<file path="src/logic/clk_sel_defines.svh">
`ifndef CLK_SEL_DEFINES_SVH
`define CLK_SEL_DEFINES_SVH

// Measurement window of the clk_ext monitor, in clk_int cycles
`define CLK_SEL_WINDOW 256

// Width of the window counter, enough to hold CLK_SEL_WINDOW - 1
`define CLK_SEL_WIN_W 8

// Fewer rising edges than this in one window means clk_ext has stopped
`define CLK_SEL_MIN_EDGES 8

// Relock time after a change of source, in clk_int cycles
`define CLK_SEL_LOCK_CYCLES 64

// Width of the relock timer, enough to hold CLK_SEL_LOCK_CYCLES
`define CLK_SEL_LOCK_W 7

// Width of the measured rate
`define CLK_SEL_RATE_W 16

// Width of the saturating switch counter
`define CLK_SEL_SWITCH_W 16

`endif

</file>
<file path="src/logic/clk_mon_pkg.sv">
`default_nettype none

`include "clk_sel_defines.svh"

package clk_mon_pkg;

    // Rising edges of clk_ext counted over one window
    typedef logic [`CLK_SEL_RATE_W-1:0] rate_t;

    // Monitor result as seen by the control and the registers
    //   rate     last published edge count
    //   stopped  set while clk_ext delivers too few edges
    //   update   one-cycle pulse in the last cycle of every window
    typedef struct packed {
        rate_t rate;
        logic  stopped;
        logic  update;
    } mon_result_t;

    // Monitor state right after reset, before the first window ends
    localparam mon_result_t MON_RESET = '{
        rate:    '0,
        stopped: 1'b1,
        update:  1'b0
    };

endpackage

`default_nettype wire

</file>
<file path="src/logic/clk_reg_pkg.sv">
`default_nettype none

package clk_reg_pkg;

    localparam int REG_DATA_W = 32;

    // Register index on the plain-strobe bus
    typedef logic [1:0] reg_addr_t;

    localparam reg_addr_t REG_CTRL     = 2'd0;
    localparam reg_addr_t REG_STATUS   = 2'd1;
    localparam reg_addr_t REG_RATE     = 2'd2;
    localparam reg_addr_t REG_SWITCHES = 2'd3;

    // Bus request, wr and rd are single-cycle strobes
    typedef struct packed {
        logic                  wr;
        logic                  rd;
        reg_addr_t             addr;
        logic [REG_DATA_W-1:0] wdata;
    } reg_req_t;

    // Read response, rvalid pulses one cycle after rd
    typedef struct packed {
        logic                  rvalid;
        logic [REG_DATA_W-1:0] rdata;
    } reg_rsp_t;

    // Layout of the ctrl word, only bit 0 is implemented
    typedef struct packed {
        logic [REG_DATA_W-2:0] reserved;
        logic                  int_select;
    } ctrl_t;

    // Status bits, read back zero-extended in register 1
    typedef struct packed {
        logic ext_active;
        logic use_ext;
        logic locked;
    } sel_status_t;

endpackage

`default_nettype wire

</file>
<file path="src/logic/clk_edge_counter.sv">
`timescale 1ns/1ps
`default_nettype none

`include "clk_sel_defines.svh"

module clk_edge_counter
    import clk_mon_pkg::*;
(
    input  logic        clk_int,
    input  logic        rst_n,
    input  logic        clk_ext,
    output mon_result_t mon
);

    localparam int WIN_W  = `CLK_SEL_WIN_W;
    localparam int RATE_W = `CLK_SEL_RATE_W;

    localparam logic [WIN_W-1:0]  WIN_LAST  = WIN_W'(`CLK_SEL_WINDOW - 1);
    localparam logic [RATE_W-1:0] MIN_EDGES = RATE_W'(`CLK_SEL_MIN_EDGES);

    // clk_ext is only data here, sampled by clk_int
    logic [1:0]        ext_sync;
    logic              ext_prev;
    logic              ext_rise;

    logic [WIN_W-1:0]  win_cnt;
    logic              win_end;
    logic [RATE_W-1:0] edge_cnt;
    logic [RATE_W-1:0] edge_total;

    rate_t             rate_q;
    logic              stopped_q;

    always_ff @(posedge clk_int) begin
        if (!rst_n) begin
            ext_sync <= '0;
            ext_prev <= 1'b0;
        end else begin
            ext_sync <= {ext_sync[0], clk_ext};
            ext_prev <= ext_sync[1];
        end
    end

    assign ext_rise = ext_sync[1] & ~ext_prev;

    // Window runs 0 .. WINDOW-1, the first one starts right after reset
    assign win_end = (win_cnt == WIN_LAST);

    // An edge seen in the last cycle still belongs to this window
    assign edge_total = edge_cnt + RATE_W'(ext_rise);

    always_ff @(posedge clk_int) begin
        if (!rst_n) begin
            win_cnt   <= '0;
            edge_cnt  <= '0;
            rate_q    <= MON_RESET.rate;
            stopped_q <= MON_RESET.stopped;
        end else begin
            win_cnt <= win_cnt + 1'b1;
            if (win_end) begin
                edge_cnt  <= '0;
                rate_q    <= edge_total;
                stopped_q <= (edge_total < MIN_EDGES);
            end else begin
                edge_cnt <= edge_total;
            end
        end
    end

    // Rate and stopped become valid in the cycle after the pulse
    assign mon.rate    = rate_q;
    assign mon.stopped = stopped_q;
    assign mon.update  = win_end;

endmodule

`default_nettype wire

</file>
<file path="src/logic/clk_sel_control.sv">
`timescale 1ns/1ps
`default_nettype none

`include "clk_sel_defines.svh"

module clk_sel_control
    import clk_mon_pkg::*;
    import clk_reg_pkg::*;
(
    input  logic                         clk_int,
    input  logic                         rst_n,
    input  mon_result_t                  mon,
    input  logic                         int_select,
    output logic                         clk_sel,
    output logic                         locked,
    output logic                         ext_active,
    output sel_status_t                  status,
    output logic [`CLK_SEL_SWITCH_W-1:0] switches
);

    localparam int LOCK_W = `CLK_SEL_LOCK_W;
    localparam int SW_W   = `CLK_SEL_SWITCH_W;

    localparam logic [LOCK_W-1:0] LOCK_LOAD = LOCK_W'(`CLK_SEL_LOCK_CYCLES);

    logic              use_ext_next;
    logic              use_ext;
    logic              src_change;
    logic [LOCK_W-1:0] lock_timer;
    logic [SW_W-1:0]   switch_cnt;
    logic              ext_active_q;

    // External source only while it runs and software does not force internal
    assign use_ext_next = ~mon.stopped & ~int_select;
    assign src_change   = (use_ext_next != use_ext);

    always_ff @(posedge clk_int) begin
        if (!rst_n) begin
            use_ext      <= 1'b0;
            ext_active_q <= 1'b0;
        end else begin
            use_ext      <= use_ext_next;
            ext_active_q <= ~mon.stopped;
        end
    end

    // Relock timer
    // Loaded during reset so the first lock comes LOCK_CYCLES after release
    always_ff @(posedge clk_int) begin
        if (!rst_n) begin
            lock_timer <= LOCK_LOAD;
        end else if (src_change) begin
            lock_timer <= LOCK_LOAD;
        end else if (lock_timer != '0) begin
            lock_timer <= lock_timer - 1'b1;
        end
    end

    // Switch counter sticks at all ones
    always_ff @(posedge clk_int) begin
        if (!rst_n) begin
            switch_cnt <= '0;
        end else if (src_change && (switch_cnt != '1)) begin
            switch_cnt <= switch_cnt + 1'b1;
        end
    end

    // Locked drops with the reload, so in the same cycle use_ext flips
    assign locked     = (lock_timer == '0);
    assign clk_sel    = use_ext;
    assign ext_active = ext_active_q;
    assign switches   = switch_cnt;

    assign status.ext_active = ext_active_q;
    assign status.use_ext    = use_ext;
    assign status.locked     = locked;

endmodule

`default_nettype wire

</file>
<file path="src/logic/clk_reg_block.sv">
`timescale 1ns/1ps
`default_nettype none

`include "clk_sel_defines.svh"

module clk_reg_block
    import clk_mon_pkg::*;
    import clk_reg_pkg::*;
(
    input  logic                         clk_int,
    input  logic                         rst_n,
    input  reg_req_t                     reg_req,
    output reg_rsp_t                     reg_rsp,
    output logic                         int_select,
    input  mon_result_t                  mon,
    input  sel_status_t                  status,
    input  logic [`CLK_SEL_SWITCH_W-1:0] switches
);

    ctrl_t                 ctrl_q;
    logic                  update_d;
    rate_t                 rate_q;
    logic                  wr_ctrl;
    logic                  rd_hit;
    logic [REG_DATA_W-1:0] rd_mux;
    logic                  rvalid_q;
    logic [REG_DATA_W-1:0] rdata_q;

    // Write wins over a read in the same cycle
    assign wr_ctrl = reg_req.wr && (reg_req.addr == REG_CTRL);
    assign rd_hit  = reg_req.rd && !reg_req.wr;

    always_ff @(posedge clk_int) begin
        if (!rst_n) begin
            ctrl_q <= '0;
        end else if (wr_ctrl) begin
            ctrl_q.int_select <= reg_req.wdata[0];
        end
    end

    // Rate is published the cycle after the window end pulse
    always_ff @(posedge clk_int) begin
        if (!rst_n) begin
            update_d <= 1'b0;
            rate_q   <= '0;
        end else begin
            update_d <= mon.update;
            if (update_d) begin
                rate_q <= mon.rate;
            end
        end
    end

    always_comb begin
        case (reg_req.addr)
            REG_CTRL:     rd_mux = ctrl_q;
            REG_STATUS:   rd_mux = REG_DATA_W'(status);
            REG_RATE:     rd_mux = REG_DATA_W'(rate_q);
            REG_SWITCHES: rd_mux = REG_DATA_W'(switches);
            default:      rd_mux = '0;
        endcase
    end

    // Read data follows the strobe by one cycle
    always_ff @(posedge clk_int) begin
        if (!rst_n) begin
            rvalid_q <= 1'b0;
        end else begin
            rvalid_q <= rd_hit;
        end
    end

    always_ff @(posedge clk_int) begin
        if (rd_hit) begin
            rdata_q <= rd_mux;
        end
    end

    assign reg_rsp.rvalid = rvalid_q;
    assign reg_rsp.rdata  = rdata_q;
    assign int_select     = ctrl_q.int_select;

endmodule

`default_nettype wire

</file>
<file path="src/logic/clk_sel_top.sv">
`timescale 1ns/1ps
`default_nettype none

`include "clk_sel_defines.svh"

module clk_sel_top
    import clk_mon_pkg::*;
    import clk_reg_pkg::*;
(
    input  logic     clk_int,
    input  logic     rst_n,
    input  logic     clk_ext,
    input  reg_req_t reg_req,
    output reg_rsp_t reg_rsp,
    output logic     clk_sel,
    output logic     locked,
    output logic     ext_active
);

    mon_result_t                  mon;
    logic                         int_select;
    sel_status_t                  status;
    logic [`CLK_SEL_SWITCH_W-1:0] switches;

    // Rate and stopped detection of clk_ext
    clk_edge_counter u_edge_counter (
        .clk_int (clk_int),
        .rst_n   (rst_n),
        .clk_ext (clk_ext),
        .mon     (mon)
    );

    // Source choice and relock
    clk_sel_control u_control (
        .clk_int    (clk_int),
        .rst_n      (rst_n),
        .mon        (mon),
        .int_select (int_select),
        .clk_sel    (clk_sel),
        .locked     (locked),
        .ext_active (ext_active),
        .status     (status),
        .switches   (switches)
    );

    // Software view
    clk_reg_block u_regs (
        .clk_int    (clk_int),
        .rst_n      (rst_n),
        .reg_req    (reg_req),
        .reg_rsp    (reg_rsp),
        .int_select (int_select),
        .mon        (mon),
        .status     (status),
        .switches   (switches)
    );

endmodule

`default_nettype wire

</file>
<file path="config.mk">
export PLATFORM = sky130hd
export DESIGN_NAME = clk_sel_top
export DESIGN_NICKNAME = d
export VERILOG_FILES = /design/src/logic/clk_mon_pkg.sv /design/src/logic/clk_reg_pkg.sv /design/src/logic/clk_edge_counter.sv /design/src/logic/clk_sel_control.sv /design/src/logic/clk_reg_block.sv /design/src/logic/clk_sel_top.sv
export VERILOG_INCLUDE_DIRS = /design/src /design/src/logic
export SDC_FILE = /design/constraint.sdc
export NUM_CORES = 1
export LEC_CHECK = 0
export ABC_AREA = 1
export BUFFER_PORTS_ARGS = -buffer_cell sky130_fd_sc_hd__clkbuf_2
export CAP_MARGIN = 5
export CORE_UTILIZATION = 55
export CTS_CLUSTER_DIAMETER = 40
export DETAILED_ROUTE_END_ITERATION = 8
export PLACE_DENSITY = 0.85
export SLEW_MARGIN = 15
export SYNTH_ARGS = -nofsm -noshare
export SYNTH_HDL_FRONTEND = slang
export SYNTH_SLANG_ARGS = --single-unit
</file>
<file path="constraint.sdc">
create_clock -name clk_int -period 2.45 [get_ports clk_int]
set_input_delay 0.49 -clock clk_int [delete_from_list [all_inputs] [get_ports clk_int]]
set_output_delay 0.49 -clock clk_int [all_outputs]
set_load 0.005 [all_outputs]
</file>
==> key figures <==
Place
  – Post-DP HPWL: about 6.4 mm
  – Routability congestion estimate: between 0.8 and 0.9
  – Area after DPL: roughly 0.0047 mm2
  – PortBufs: 27

Clock tree
  – CTS root buf: clkbuf_8
  – CTS tree: done
  – Post-CTS Hold Fix Bufs: 0
  – Total CTS buffers: 9
  – Cts repair resizes: 0
  – TritonCTS sink count: roughly 100
  – Clock transition at the registers of the reported paths: ~0.090 ns
  – Clk_lat worst skew: 0.36 ns
  – Buffer count from post-CTS setup fixing: 0
  – Deepest clock path buffer count: 2
  – Max H-tree Level: 3

Yosys
  – Yosys top cell area share: 0.386
  – Top_reg_cell synth: dfxtp_1
  – Area of the mapped netlist: 0.00456 mm2
  – Mapped Cells: 579
  – Yosys top cell by area: dfxtp_1
  – Mapped Avg Cell Area: 7.87 um2
  – Library cells used by synthesis: 36
  – Register area share after synthesis: 0.492
  – Async SR Flop Fraction: 0
  – Ys Warns: 0
  – Synth top area cells: dfxtp_1 39%, edfxtp_1 11%, nand2_1 8.5%, inv_1 6.2%, nor2_1 5.5%
  – Flops & latches, synth: approximately 100
  – Number of synthesized flops with an enable pin: 16

Finish
  – Reg area: 0.00224 mm2
  – Area Growth Syn to Fin: 7.47%
  – Nets@finish: approximately 650
  – Layout cell share with drive strength beyond 1: 0.0990
  – Fillers: between 700 and 800
  – # diodes: 0
  – Most frequent cells in the layout: 103 x nand2_1, 88 x dfxtp_1, 75 x inv_1
  – Fin area: 0.00490 mm2
  – Most common cell after layout, fill and taps aside: nand2_1
  – Area of the multi-input gates: ~0.0019 mm2

Drt
  – DR pass1 iterations: 5
  – WL final: approximately 8.8 mm
  – Wire per inst: about 12 um
  – Initial DRC count: roughly 250
  – Vias/cell: about 5.3
  – Via count: approximately 3.7k
  – DRC errors left: 0
  – Remaining antenna violation count: 0

Critical path
  – Worst setup SP type: flip-flop
  – Crit path arrival time: about 1.6 ns
  – Reg2reg end: u_edge_counter.stopped_q
  – Reg-to-Reg Start: u_edge_counter.ext_sync[1]
  – Register-to-Register Path Depth: 14
  – CP Max Fanout: 4
  – Worst R2R Setup Slack: ~0.44 ns
  – Req. time, crit path: around 2.0 ns
  – CP Class: reg -> out
  – CP Capture Type: output pin

Floorplan
  – Die area: between 0.008 and 0.009 mm2
  – Core area: around 0.0079 mm2
  – Core Rows: 32
  – Ports: 75
  – Die Y: roughly 93 um
  – Starting Density: 0.578
  – Die width: about 93 um

Global routing
  – Antenna violations before repair: 0
  – Largest net degree at the start of global routing: 33
  – Global-route wire length before repair: ~15 mm
  – Total gr overflow: 0
  – Vias in the first global route: ~3.4k
  – All-Layer GR Usage: 0.218

Power
  – Power per Cell Area: ~640 mW/mm2
  – Pleak: between 1.5 and 2 nW
  – Pwr Total: 3.16 mW
  – Maximum VDD drop: between 0.4 and 0.5 mV

Timing
  – Peak Freq: around 470 MHz
  – Final setup fails: 0
  – Slew Limit Fails: 0
  – Period utilization: 0.866
  – Setup Skew: 0.00563 ns
  – Minimum clock period: around 2.1 ns
  – Total Neg Setup Slack: 0 ns
  – Final hold vios: 0
  – RSZ-0062 raised after global routing: false
  – Tightest Pin Transition: between 0.9 and 1 ns
  – WHS: between 0.3 and 0.4 ns
  – Slew HR: 0.386

Worst hold path
  – Worst Hold Depth: 3
  – Hold wc startpoint: clk_ext
  – Worst hold path class: in -> reg
  – Worst Hold End: u_edge_counter.ext_sync[0]

Flow run
  – Max cap viols: 0

Run status
  – Status: finished, final reports clean
## registers in the layout, summed over array words and instances, names as in the netlist
register                  flops
u_control.clk_sel             1
u_control.ext_active          1
u_control.lock_timer          7
u_control.switches           16
u_edge_counter.edge_cnt      16
u_edge_counter.ext_prev       1
u_edge_counter.ext_sync       2
u_edge_counter.rate_q        16
u_edge_counter.stopped_q      1
u_edge_counter.win_cnt        8
u_regs.int_select             1
u_regs.rate_q                16
u_regs.rdata_q               16
u_regs.rvalid_q               1
u_regs.update_d               1
## worst max-delay path: stages (launching register included)
cell	delay, ns
dfxtp_1	0.32
inv_1	0.09
ha_1	0.21
nand3_1	0.11
nor2_1	0.35
clkbuf_2	0.19
## report_power, final
| group | internal (mW) | switching, mW | leakage, nW | total [mW] |
|---|---|---|---|---|
| combinational | 0.0971 | 0.149 | 0.951 | 0.246 |
| clock | 0.530 | 0.548 | 0.0997 | 1.08 |
| sequential | 1.79 | 0.0409 | 0.869 | 1.83 |
| total | 2.42 | 0.738 | 1.92 | 3.16 |
## metrics by stage
stage	setup slack (ns)	utilization	cells
after global routing	0.199	0.621	708
after CTS	0.332	0.621	708
after global placement	0.516	0.595	692
after detailed placement	0.474	0.595	692
final	0.327	0.621	708
after floorplan	0.810	-	594
## worst max path at each step
stage / cells past startpoint / from / endpoint / slack (ns)
finish: 5 / u_control.lock_timer[0] / locked / 0.33
global route: 5 / u_control.lock_timer[0] / locked / 0.20
global placement: 14 / u_edge_counter.ext_sync[1] / u_edge_counter.stopped_q / 0.52
floorplan: 14 / u_edge_counter.ext_sync[1] / u_edge_counter.stopped_q / 0.81
detailed placement: 14 / u_edge_counter.ext_sync[1] / u_edge_counter.stopped_q / 0.47
CTS: 5 / u_control.lock_timer[0] / locked / 0.33
## final cells by class
| class | count | area share |
|---|---|---|
| Clock buffer | 11 | 0.0312 |
| Clock inverter | 5 | 0.0110 |
| Inverter | 78 | 0.0598 |
| Multi-Input combinational cell | 376 | 0.379 |
| Sequential cell | 104 | 0.458 |
| Tap cell | 102 | 0.0261 |
| Timing Repair Buffer | 32 | 0.0352 |
## kinds of logic after synthesis
logic type	count (synthesis)	share of synthesized area
xor gates and xnor gates	14	0.0269
DFF	104	0.492
other	1	0.000823
and+or+nand+nor	246	0.242
buffers and inverters	114	0.113
adders and majority gates	5	0.0137
AOI/OAI and AO/OA	95	0.112
## synth_stat cells, types with 10 or more instances
cell type  instances
edfxtp_1          16
buf_4             18
o21ai_0           41
o22ai_1           16
dfxtp_1           88
inv_1             75
nand4_1           12
clkbuf_1          10
nand3_1           40
a21oi_1           31
nor2_1            67
nand2_1          103
## per-layer routing
layer,track usage,part of all wire,vias to the layer above
li1,-,-,1887
met1,0.269,0.44,1734
met2,0.365,0.48,90
met3,0.0520,0.052,20
met4,0.0885,0.019,0
met5,0,0,-
Power figures use the tool's default switching activity.
